$ cat src/common/mmu_pkg.sv
// MMU types for a MIPS32 style TLB; fields follow PageMask/EntryHi/EntryLo, no 64-bit or MIPS16
`default_nettype none

package mmu_pkg;

    // One paired TLB entry, vpn2 and pfns stored already masked
    typedef struct packed {
        logic [11:0] mask;
        logic [18:0] vpn2;
        logic [7:0]  asid;
        logic        g;
        logic [19:0] pfn0;
        logic [2:0]  c0;
        logic        d0;
        logic        v0;
        logic [19:0] pfn1;
        logic [2:0]  c1;
        logic        d1;
        logic        v1;
    } tlb_entry_t;

    typedef struct packed {
        logic [7:0] asid;
        logic       kernel_mode;
        logic       erl;
        logic       kseg0_cached;
    } cp0_state_t;

    typedef enum logic [1:0] {
        OP_WRITE,
        OP_READ,
        OP_PROBE
    } mgmt_op_e;

    typedef struct packed {
        mgmt_op_e    op;
        logic [7:0]  index;
        logic [11:0] mask;
        logic [31:0] entryhi;
        logic [31:0] entrylo0;
        logic [31:0] entrylo1;
    } mgmt_req_t;

    // Bit 31 of probe_index flags a probe miss
    typedef struct packed {
        logic [11:0] mask;
        logic [31:0] entryhi;
        logic [31:0] entrylo0;
        logic [31:0] entrylo1;
        logic [31:0] probe_index;
    } mgmt_rsp_t;

    typedef struct packed {
        logic        valid;
        logic        store;
        logic [31:0] vaddr;
    } lookup_req_t;

    typedef struct packed {
        logic        valid;
        logic        store;
        logic [31:0] vaddr;
        logic [31:0] paddr;
        logic        hit;
        logic        pvalid;
        logic        dirty;
        logic        cached;
        logic        addr_err;
    } lookup_rsp_t;

    typedef enum logic [2:0] {
        SEG_USEG,
        SEG_KSEG0,
        SEG_KSEG1,
        SEG_KSSEG,
        SEG_KSEG3
    } addr_seg_e;

    typedef enum logic [3:0] {
        EXC_NONE,
        EXC_ADEL_I,
        EXC_TLBL_REFILL_I,
        EXC_TLBL_INV_I,
        EXC_ADEL_D,
        EXC_ADES_D,
        EXC_TLB_REFILL_D,
        EXC_TLB_INV_D,
        EXC_TLB_MOD
    } mmu_exc_e;

endpackage

`default_nettype wire

$ cat src/design/tlb/tlb_lookup.sv
// One translation port, result one cycle after the request; cached means C equals 3
`timescale 1ns/1ns
`default_nettype none

module tlb_lookup
    import mmu_pkg::*;
#(
    parameter int TLB_IDX_BITS = 4
) (
    input  logic                                  clk,
    input  logic                                  rst,
    input  lookup_req_t                           req_i,
    input  cp0_state_t                            cp0_i,
    input  tlb_entry_t [2**TLB_IDX_BITS-1:0]      entries_i,
    output lookup_rsp_t                           rsp_o
);

    localparam int TLB_NUM = 2**TLB_IDX_BITS;

    addr_seg_e   seg;
    logic        mapped;
    logic        addr_err;
    logic        tlb_hit;
    logic [31:0] tlb_paddr;
    logic        tlb_v;
    logic        tlb_d;
    logic [2:0]  tlb_c;
    logic [31:0] paddr;
    logic        hit;
    logic        pvalid;
    logic        dirty;
    logic        cached;

    always_comb begin
        case (req_i.vaddr[31:29])
            3'b100:  seg = SEG_KSEG0;
            3'b101:  seg = SEG_KSEG1;
            3'b110:  seg = SEG_KSSEG;
            3'b111:  seg = SEG_KSEG3;
            default: seg = SEG_USEG;
        endcase
    end

    // User mode sees useg only
    always_comb begin
        mapped   = 1'b1;
        addr_err = 1'b0;
        if (!cp0_i.kernel_mode) begin
            addr_err = (seg != SEG_USEG);
        end else if ((seg == SEG_KSEG0) || (seg == SEG_KSEG1)) begin
            mapped = 1'b0;
        end else if ((seg == SEG_USEG) && cp0_i.erl) begin
            mapped = 1'b0;
        end
    end

    // Associative match, first hit wins
    always_comb begin
        logic [18:0] vpn2_m;
        logic        odd;
        logic [19:0] pfn;
        tlb_hit   = 1'b0;
        tlb_paddr = '0;
        tlb_v     = 1'b0;
        tlb_d     = 1'b0;
        tlb_c     = '0;
        for (int i = 0; i < TLB_NUM; i++) begin
            vpn2_m = req_i.vaddr[31:13] & ~{7'b0, entries_i[i].mask};
            // Even/odd select is the vaddr bit just above the mask
            odd = |(req_i.vaddr[24:12]
                    & ({entries_i[i].mask, 1'b1} ^ {1'b0, entries_i[i].mask}));
            pfn = odd ? entries_i[i].pfn1 : entries_i[i].pfn0;
            if (!tlb_hit && (vpn2_m == entries_i[i].vpn2)
                && (entries_i[i].g || (entries_i[i].asid == cp0_i.asid))) begin
                tlb_hit   = 1'b1;
                tlb_paddr = {pfn, 12'b0}
                            | (req_i.vaddr & {8'b0, entries_i[i].mask, 12'hfff});
                tlb_v     = odd ? entries_i[i].v1 : entries_i[i].v0;
                tlb_d     = odd ? entries_i[i].d1 : entries_i[i].d0;
                tlb_c     = odd ? entries_i[i].c1 : entries_i[i].c0;
            end
        end
    end

    always_comb begin
        if (mapped) begin
            paddr  = tlb_paddr;
            hit    = tlb_hit;
            pvalid = tlb_v;
            dirty  = tlb_d;
            cached = (tlb_c == 3'd3);
        end else begin
            paddr  = {3'b0, req_i.vaddr[28:0]};
            hit    = 1'b1;
            pvalid = 1'b1;
            dirty  = 1'b1;
            cached = (seg == SEG_KSEG0) && cp0_i.kseg0_cached;
        end
    end

    always_ff @(posedge clk) begin
        if (rst) begin
            rsp_o.valid <= 1'b0;
        end else begin
            rsp_o.valid <= req_i.valid;
        end
        if (req_i.valid) begin
            rsp_o.store    <= req_i.store;
            rsp_o.vaddr    <= req_i.vaddr;
            rsp_o.paddr    <= paddr;
            rsp_o.hit      <= hit;
            rsp_o.pvalid   <= pvalid;
            rsp_o.dirty    <= dirty;
            rsp_o.cached   <= cached;
            rsp_o.addr_err <= addr_err;
        end
    end

endmodule

`default_nettype wire

$ cat config.mk
export PLATFORM = sky130hd
export DESIGN_NAME = tlb_lookup
export DESIGN_NICKNAME = d
export VERILOG_FILES = /design/src/common/mmu_pkg.sv /design/src/design/tlb/tlb_lookup.sv
export SDC_FILE = /design/constraint.sdc
export NUM_CORES = 1
export LEC_CHECK = 0
export BUFFER_PORTS_ARGS = -buffer_cell sky130_fd_sc_hd__buf_2
export CORE_AREA = 2 2 600 602
export DETAILED_ROUTE_END_ITERATION = 10
export DIE_AREA = 0 0 602 604
export GPL_TIMING_DRIVEN = 1
export PLACE_DENSITY = 0.3
export SYNTH_ARGS = -nofsm -noshare
export SYNTH_HDL_FRONTEND = slang
export SYNTH_SLANG_ARGS = --single-unit
$ cat constraint.sdc
create_clock -name clk -period 4.1 [get_ports clk]
set_input_delay 0 -clock clk [delete_from_list [all_inputs] [get_ports clk]]
set_output_delay 0 -clock clk [all_outputs]
set_load 0.01 [all_outputs]
## After elaboration in Yosys (flattened, before gate mapping)

Index checks and enable logic that the tools add are counted.

- Word-level logic and storage cells: 379
- Output and inout bits: 71
- Register bits: 71

- Bitwise gates (word level): 97
- Reductions and logical operators: 84
- Eq/ne operators: 39
- Muxes and demuxes: 149

Operators with widths:

| kind | number |
|---|---|
| AND 32 x 24 -> 32 bit | 16 |
| 2-to-1 mux 32 bit | 16 |
| bitwise OR 32 bit | 16 |
| 2-to-1 mux 20 bit | 16 |
| AND 19 bit | 16 |
| equality test 19 bit | 16 |
| inverter 12 -> 19 bit | 16 |
| AND 13 bit | 16 |
| OR reduction 13 bit | 16 |
| XOR 13 x 12 -> 13 bit | 16 |
| equality test 8 bit | 16 |
| 2-to-1 mux 3 bit | 32 |
| 2-to-1 mux 1 bit | 83 |
| logical AND 1 bit | 33 |
| 2-to-1 mux 29 bit | 1 |
| logical OR 1 bit | 17 |
| logical NOT 1 bit | 15 |
| equality test 3 bit, second input constant | 4 |
| one-hot mux 3 bit (4 select lines) | 1 |
| equality test 3 x 2 -> 1 bit, second input constant | 2 |
| equality test 3 x 1 -> 1 bit, second input constant | 1 |
| logical NOT 3 bit | 1 |
| nonzero test 3 bit | 1 |
| OR reduction 2 bit | 1 |
| inverter 1 bit | 1 |

## Logic depth before layout (Yosys ltp)

Gate-level depths: netlist (run 1).

- Word-level depth: 67
- Gate-level depth with buffers: 17

## Worst setup path before layout (run 1)

No wires, ideal clock.

- Kind: in2reg
- Start point: in req_i[21] (netlist name)
- End point: reg rsp_o[34] (netlist name) (data pin)
- Setup time: 0.268 ns
- Path buffers: 5
- Arrival time: 3.061 ns
- Stages on the path: 17
- Slack: 0.771 ns
- Path through: clkbuf_1 inv_1 buf_2 o22ai_1 a222oi_1 nor4bb_1 clkbuf_1 buf_2 buf_2 mux2i_1 nor3_1 a2111oi_0 o221ai_1 o41ai_1 mux2i_1 o21ai_0 o21ai_0

- Longest elaborated chain between the ends: 64

RTL lines:

| what | RTL line | source |
|---|---|---|
| start: declaration | tlb_lookup.sv:12 | `input lookup_req_t req_i,` |
| AND 19 bit | tlb_lookup.sv:68 | `vpn2_m = req_i.vaddr[31:13] & ~{7'b0, entries_i[i].mask};` |
| equality test 19 bit | tlb_lookup.sv:73 | `if (!tlb_hit && (vpn2_m == entries_i[i].vpn2)` |
| logical AND 1 bit | tlb_lookup.sv:74 | `&& (entries_i[i].g \|\| (entries_i[i].asid == cp0_i.asid))) begin` |
| 2-to-1 mux 1 bit | tlb_lookup.sv:73 |  |
| logical NOT 1 bit | tlb_lookup.sv:73 |  |
| logical AND 1 bit | tlb_lookup.sv:73 |  |
| logical AND 1 bit | tlb_lookup.sv:74 |  |
| 2-to-1 mux 1 bit | tlb_lookup.sv:73 |  |
| (+48 left out) | n/a |  |
| logical NOT 1 bit | tlb_lookup.sv:73 |  |
| logical AND 1 bit | tlb_lookup.sv:73 |  |
| logical AND 1 bit | tlb_lookup.sv:74 |  |
| 2-to-1 mux 1 bit | tlb_lookup.sv:73 |  |
| logical NOT 1 bit | tlb_lookup.sv:73 |  |
| logical AND 1 bit | tlb_lookup.sv:73 |  |
| logical AND 1 bit | tlb_lookup.sv:74 |  |
| 2-to-1 mux 32 bit * | tlb_lookup.sv:73 |  |
| end: declaration | tlb_lookup.sv:15 | `output lookup_rsp_t rsp_o` |

Mark *: on every way between the ends. The rest lies on a longest branch, timed or not.
A chain may end at the register's enable or synchronous reset.

## Worst setup path after layout (run 1)

- Start point: in req_i[22] (netlist name)
- End point: reg rsp_o[1] (netlist name) (data pin)

- Longest elaborated chain between the ends: 66

RTL lines:

| what | RTL line | source |
|---|---|---|
| AND 19 bit | tlb_lookup.sv:68 |  |
| equality test 19 bit | tlb_lookup.sv:73 |  |
| logical AND 1 bit | tlb_lookup.sv:74 |  |
| 2-to-1 mux 1 bit | tlb_lookup.sv:73 |  |
| logical NOT 1 bit | tlb_lookup.sv:73 |  |
| logical AND 1 bit | tlb_lookup.sv:73 |  |
| logical AND 1 bit | tlb_lookup.sv:74 |  |
| 2-to-1 mux 1 bit | tlb_lookup.sv:73 |  |
| (+51 left out) | n/a |  |
| 2-to-1 mux 1 bit | tlb_lookup.sv:73 |  |
| logical NOT 1 bit | tlb_lookup.sv:73 |  |
| logical AND 1 bit | tlb_lookup.sv:73 |  |
| logical AND 1 bit | tlb_lookup.sv:74 |  |
| 2-to-1 mux 3 bit * | tlb_lookup.sv:73 |  |
| equality test 3 x 2 -> 1 bit * | tlb_lookup.sv:91 | `cached = (tlb_c == 3'd3);` |
| 2-to-1 mux 1 bit * | tlb_lookup.sv:86 | `if (mapped) begin` |
| named net cached | tlb_lookup.sv:32 | `logic cached;` |

Mark *: on every way through the listed nets, which the timed path passes. The rest lies on a longest branch.

==> results of run 1 <==
timing repair:
action,4_1_cts,5_1_grt
pin swaps,8,22
buffers inserted,3,4
hold endpoints to repair,36,0
setup endpoints to repair,36,19
hold buffers,25,0
resized for setup,78,46
cell families (layout without fill, tap and decap cells):
kind of cell | after synthesis | count (layout) | synth area share
AND/OR/NAND/NOR | 849 | 849 | 0.230
multiplexers | 332 | 332 | 0.172
other | 0 | 55 | 0
AO/OA/AOI/OAI | 563 | 563 | 0.200
flip-flops | 71 | 71 | 0.106
XOR/XNOR | 556 | 556 | 0.243
buffers and inverters | 204 | 2405 | 0.0480
stage by stage:
step           worst slack, ns  hold WS, ns  power (µW)  instances  TNS (ns)
3_3_place_gp             -1.73        0.156        4950       9501    -38.68
5_1_grt                 -0.130       0.0396        6240       9565    -0.227
4_1_cts                -0.0424       0.0127        6120       9545   -0.0495
6_report               -0.0667       0.0398        5970       9604   -0.0788
2_1_floorplan            0.771       0.0716        2040       2575         0
3_5_place_dp             -1.68        0.161        4920       9501    -37.98
area by class of cell:
| class | instances | area share |
|---|---|---|
| Timing Repair Buffer | 2368 | 0.364 |
| Inverter | 21 | 0.00194 |
| Clock buffer | 10 | 0.00553 |
| Sequential cell | 71 | 0.0513 |
| Antenna cell | 55 | 0.00333 |
| Multi-Input combinational cell | 2300 | 0.428 |
| Tap cell | 4773 | 0.144 |
| Clock inverter | 6 | 0.00224 |
final timing paths:
path / from / to / slack [ns] / depth (start not counted)
hold / removal: req_i[26] / rsp_o[63]$_DFFE_PP_ / 0.04 / 2
setup / recovery: req_i[22] / rsp_o[1]$_DFFE_PP_ / -0.07 / 16
power by group:
group | internal [µW] | switching (µW)
sequential | 861 | 33.0
clock | 540 | 532
combinational | 1620 | 2390
total | 3020 | 2950
layer usage:
metal,vias to the layer above,share of wire,wire length [µm],GRT usage
met5,-,0.0021,734,0
met4,110,0.016,5680,0.0236
met3,441,0.066,23500,0.0462
met2,1781,0.48,172000,0.327
met1,16100,0.44,156000,0.239
li1,14000,-,-,-
Yosys cell counts, drive strengths merged, types with 70 or more instances:
cell type    n
nand2      235
nor2b      236
xnor2      269
nand4       72
xor2       287
buf         96
a21oi      118
nor4        71
clkbuf      87
nor2        79
edfxtp      70
mux2        89
mux2i      243
o21ai       84
critical path, stage by stage:
cell,delay (ns)
buf_4,0.18
buf_12,0.17
buf_4,0.19
nand2_1,0.13
o22ai_1,0.09
a211o_1,0.28
nor4_2,0.91
buf_12,0.24
buf_4,0.24
mux2_2,0.47
a221oi_2,0.45
nand2_1,0.21
a2111oi_2,0.36
buf_12,0.18
o41ai_2,0.08
a21oi_1,0.18
==> run_results.csv, run 1 <==
group,metric,value,unit
die,core,358000,µm²
outcome,status,"finished, violations left",
clock_network,htree_levels,3,
drt,first_pass_iters,7,
power,powerDensity,144,nW/µm²
yosys,ys_ff_latch,71,
sta,drv_slew,0,
yosys,netlist_area,20000,µm²
yosys,synthTopCellsByArea,"xor2_1 (13%), mux2i_1 (12%), xnor2_1 (12%)",
clock_network,clock_sinks,71,
drt,vias,32500,
sta,maxSlewHeadroom,0.245,
yosys,ys_types,87,
setup_path,cp.required,4.39,ns
sta,finalWorstSetupSlack,-0.0667,ns
yosys,ys.flop_type,"edfxtp_1",
place,globalplace.congestion,0.952,
finish,layout_common_cells,"buf_2 (1544), buf_4 (702), xor2_1 (286)",
finish,layout.nets,6258,
yosys,yosysWarnings,0,
grt,grt_pass1_wl,429,mm
sta,tightestPinTransition,1.12,ns
setup_path,crit_path_max_fanout,9,
finish,area_growth,107,%
grt,antenna_found_initial,293,
sta,rsz0062_at_grt,"true",
clock_network,cts_buffer_depth,2,
yosys,synth-async-reset-ratio,0,
power,power_leakage,0.0170,µW
outcome,violations,"negative setup slack",
drt,wl,357,mm
finish,final_area,41400,µm²
clock_network,numCtsBuffers,9,
job,max-cap-violations,0,
die,rows,220,
setup_path,endpoint_kind,"flop",
sta,fmaxAchievable,0.240,GHz
sta,hold_violations,0,
finish,fillers,41700,
finish,final_common_cell,"buf_2",
finish,multiInputGateArea,17700,µm²
yosys,synth_edf_count,70,
yosys,syn_inst,2575,
finish,seq_area,2120,µm²
finish,largestRegisters,"rsp_o: 71 flops",
die,die_area,364000,µm²
drt,post_drt_via_cell_ratio,3.38,
setup_path,arrival,4.45,ns
finish,regMostFlops,"rsp_o",
sta,setup_violations,2,
die,die_w,602,µm
drt,wire_per_inst,37.2,µm
finish,largest_register_ffs,71,
power,ir_drop,0.200,mV
grt,grt_pass1_vias,33300,
sta,fin_crit,4.17,ns
drt,ant_nets,0,
clock_network,clock_tree.root_cell,"clkbuf_16",
yosys,yosysTopAreaCellShare,0.126,
worst_hold_path,hp-class,"input port to flop",
clock_network,cts_tree,"built",
die,die_y,604,µm
yosys,avgSynthCellArea,7.77,µm²
place,dpl_cell_area,40000,µm²
sta,finalCritPeriodShare,1.02,
drt,drc_errors,0,
grt,grt_max_degree,72,
place,hpwl,329,mm
setup_path,setup.worst_path.start_class,"input port",
finish,finalCoreUtilization,0.116,
drt,drtIter0Drc,2548,
finish,drive_above_1_share,0.538,
place,portBuffers,1557,
clock_network,clkTransAtPathRegs,0.10,ns
grt,overflow,0,
die,initial_core_util,0.0559,
setup_path,critPathKind,"input port to flop",
yosys,seq_area_frac_synth,0.106,
grt,grtUsageTotal,0.188,
yosys,yosys.area.top_type,"xor2_1",
die,pin_count,1558,
yosys,synth_nets,4062,
Note: power is estimated with default switching activity, not from simulation.
==> inputs of run 2 (changes only) <==
==> constraint.sdc (replaced) <==
create_clock -name clk -period 4.1 [get_ports clk]
set_input_delay 0.82 -clock clk [delete_from_list [all_inputs] [get_ports clk]]
set_output_delay 0.82 -clock clk [all_outputs]
set_load 0.01 [all_outputs]
==> run 2 against run 1 <==
Effect of this change:
- the flow still finishes with violations (negative setup slack)
- cell count is 3.3% higher
- count of clock-buffer cells in the layout unchanged
- worst setup slack got worse by 0.42 ns
- sequential cell count unchanged
- maximum frequency decreased by 9.1%
- critical path depth up 2
- utilization up 1.4 points
- non-clock buffer count up 272
- sequential share of layout area is 0.55 points lower
==> run_results.csv, run 2 (same netlist as run 1, synthesis figures left out) <==
group,metric,value,unit
place,dpl_cell_area,41800,µm²
finish,layout_common_cells,"buf_2 (1534), buf_4 (874), xor2_1 (266)",
sta,tightestPinTransition,1.25,ns
finish,area_growth,132,%
outcome,violations,"negative setup slack",
grt,grt_pass1_wl,430,mm
finish,final_area,46400,µm²
grt,overflow,0,
drt,ant_nets,0,
die,initial_core_util,0.0559,
setup_path,path_cells,"buf_8 > xor2_2 > nor4_2 > nand4_1 > buf_6 > or4_4 > a211oi_4 > buf_4 > nand4_1 > buf_12 > a211o_4 > o311ai_4 > buf_6 > a21oi_4 > a2111oi_4 > buf_4 > o41ai_4 > a21oi_1",
setup_path,cp_top_family,"compound AO/OA/AOI/OAI gates",
setup_path,cp_slowest_cell,"a2111oi_4",
grt,grtUsageTotal,0.189,
drt,drc_errors,0,
finish,layout.nets,6530,
finish,largest_register_ffs,71,
sta,holdWs,0.547,ns
finish,finalCoreUtilization,0.130,
drt,drtIter0Drc,2477,
drt,wl,359,mm
clock_network,clock_tree.root_cell,"clkbuf_16",
worst_hold_path,hold_end,"rsp_o[70]$_SDFF_PP0_",
clock_network,ctsHoldBuffers,0,
sta,finalWorstSetupSlack,-0.485,ns
power,p_comb_frac,0.702,
finish,instances_no_fill,9918,
setup_path,critPathMaxStageDelay,0.59,ns
setup_path,crit_path_max_fanout,5,
setup_path,endpoint_kind,"flop",
sta,maxSlewHeadroom,0.169,
grt,grt_max_degree,40,
sta,setup_violations,23,
drt,post_drt_via_cell_ratio,3.36,
die,die_area,364000,µm²
finish,regMostFlops,"rsp_o",
finish,final_common_cell,"buf_2",
power,p_switching,3070,µW
sta,finalCritPeriodShare,1.12,
clock_network,numCtsBuffers,9,
worst_hold_path,hp-class,"input port to flop",
drt,first_pass_iters,8,
place,portBuffers,1557,
die,die_w,602,µm
setup_path,setup.worst_path.start_class,"input port",
clock_network,cts_tree,"built",
power,powerDensity,135,nW/µm²
drt,wire_per_inst,36.2,µm
place,dp_cells,9692,
sta,fmaxAchievable,0.218,GHz
power,p_int,3210,µW
setup_path,arrival,4.87,ns
sta,rsz0062_at_grt,"true",
finish,drive_above_1_share,0.612,
die,core,358000,µm²
clock_network,cts_buffer_depth,2,
power,switching_share,0.489,
setup_path,cp.required,4.38,ns
drt,vias,33300,
place,hpwl,327,mm
job,max-cap-violations,0,
power,power_leakage,0.0191,µW
finish,fillers,41500,
clock_network,htree_levels,3,
die,rows,220,
place,globalplace.congestion,0.922,
grt,grt_pass1_vias,34300,
power,p_clk_frac,0.157,
setup_path,crit_buf_inv,6,
outcome,status,"finished, violations left",
sta,drv_slew,0,
clock_network,clock_sinks,71,
die,die_y,604,µm
setup_path,critPathKind,"input port to flop",
worst_hold_path,min_path_cells,2,
power,pwr-share-seq,0.141,
clock_network,clkTransAtPathRegs,0.09,ns
finish,largestRegisters,"rsp_o: 71 flops",
sta,hold_violations,0,
worst_hold_path,hp-start,"rst",
power,ir_drop,0.227,mV
grt,antenna_found_initial,294,
die,pin_count,1558,
power,total_power,6280,µW
sta,fin_crit,4.58,ns
## run 2: changes by cell type in the layout (fill, tap and decap cells not counted), sizes merged
| cell | change |
|---|---|
| dlygate4sd3 | -25 |
| buf | +295 |
| inv | -1 |
| diode | +42 |
| clkinvlp | +1 |
| clkinv | +1 |
| bufinv | -1 |
| clkbuf | +2 |
## run 2: cell type report
| class | instances | area [µm²] | area share |
|---|---|---|---|
| flip-flops and latches | 71 | 2120 | 0.0458 |
| clock buffers | 10 | 229 | 0.00494 |
| multi-input cells | 2300 | 19600 | 0.422 |
| inverters | 21 | 88.8 | 0.00192 |
| diodes | 97 | 243 | 0.00523 |
| well taps | 4773 | 5970 | 0.129 |
| clock inverters | 6 | 67.6 | 0.00146 |
| repair buffers | 2640 | 18100 | 0.390 |
## run 2: how the worst max path moves through the flow
| stage | startpoint | endpoint | slack, ns | cells after the start |
|---|---|---|---|---|
| floorplan | req_i[21] | rsp_o[34]$_SDFFCE_PP0P_ | 0.01 | 17 |
| global placement | cp0_i[10] | rsp_o[34]$_SDFFCE_PP0P_ | -3.45 | 19 |
| detailed placement | cp0_i[10] | rsp_o[19]$_DFFE_PP_ | -3.19 | 21 |
| CTS | req_i[25] | rsp_o[1]$_DFFE_PP_ | -0.61 | 18 |
| global route | req_i[25] | rsp_o[1]$_DFFE_PP_ | -0.54 | 18 |
| finish | entries_i[431] | rsp_o[1]$_DFFE_PP_ | -0.48 | 18 |
## run 2: per-layer routing
layer  global-route usage  wire (µm)
met1                0.229     149000
met2                0.323     171000
met3               0.0588      28900
met4               0.0421       9500
met5                    0        706
## run 2: through the flow
| stage | setup TNS (ns) | setup WS (ns) |
|---|---|---|
| after floorplan | 0 | 0.0116 |
| after global placement | -84.14 | -3.45 |
| after detailed placement | -80.39 | -3.19 |
| after CTS | -8.16 | -0.608 |
| after global routing | -7.00 | -0.536 |
| final | -5.72 | -0.485 |
## run 2: what timing repair did
item,4_1_cts,5_1_grt
pin swaps,67,153
gates resized for setup,285,366
buffers inserted,58,88
endpoints found under the hold margin,0,0
cloned,1,1
endpoints found under the setup margin,36,33
## run 2: power groups by stage
stage / sequential, µW / clock (µW) / combinational [µW]
2_1_floorplan: 922 / 0 / 1120
3_3_place_gp: 903 / 0 / 4220
3_5_place_dp: 901 / 0 / 4200
4_1_cts: 888 / 1050 / 4350
5_1_grt: 891 / 1050 / 4640
6_report: 887 / 987 / 4400
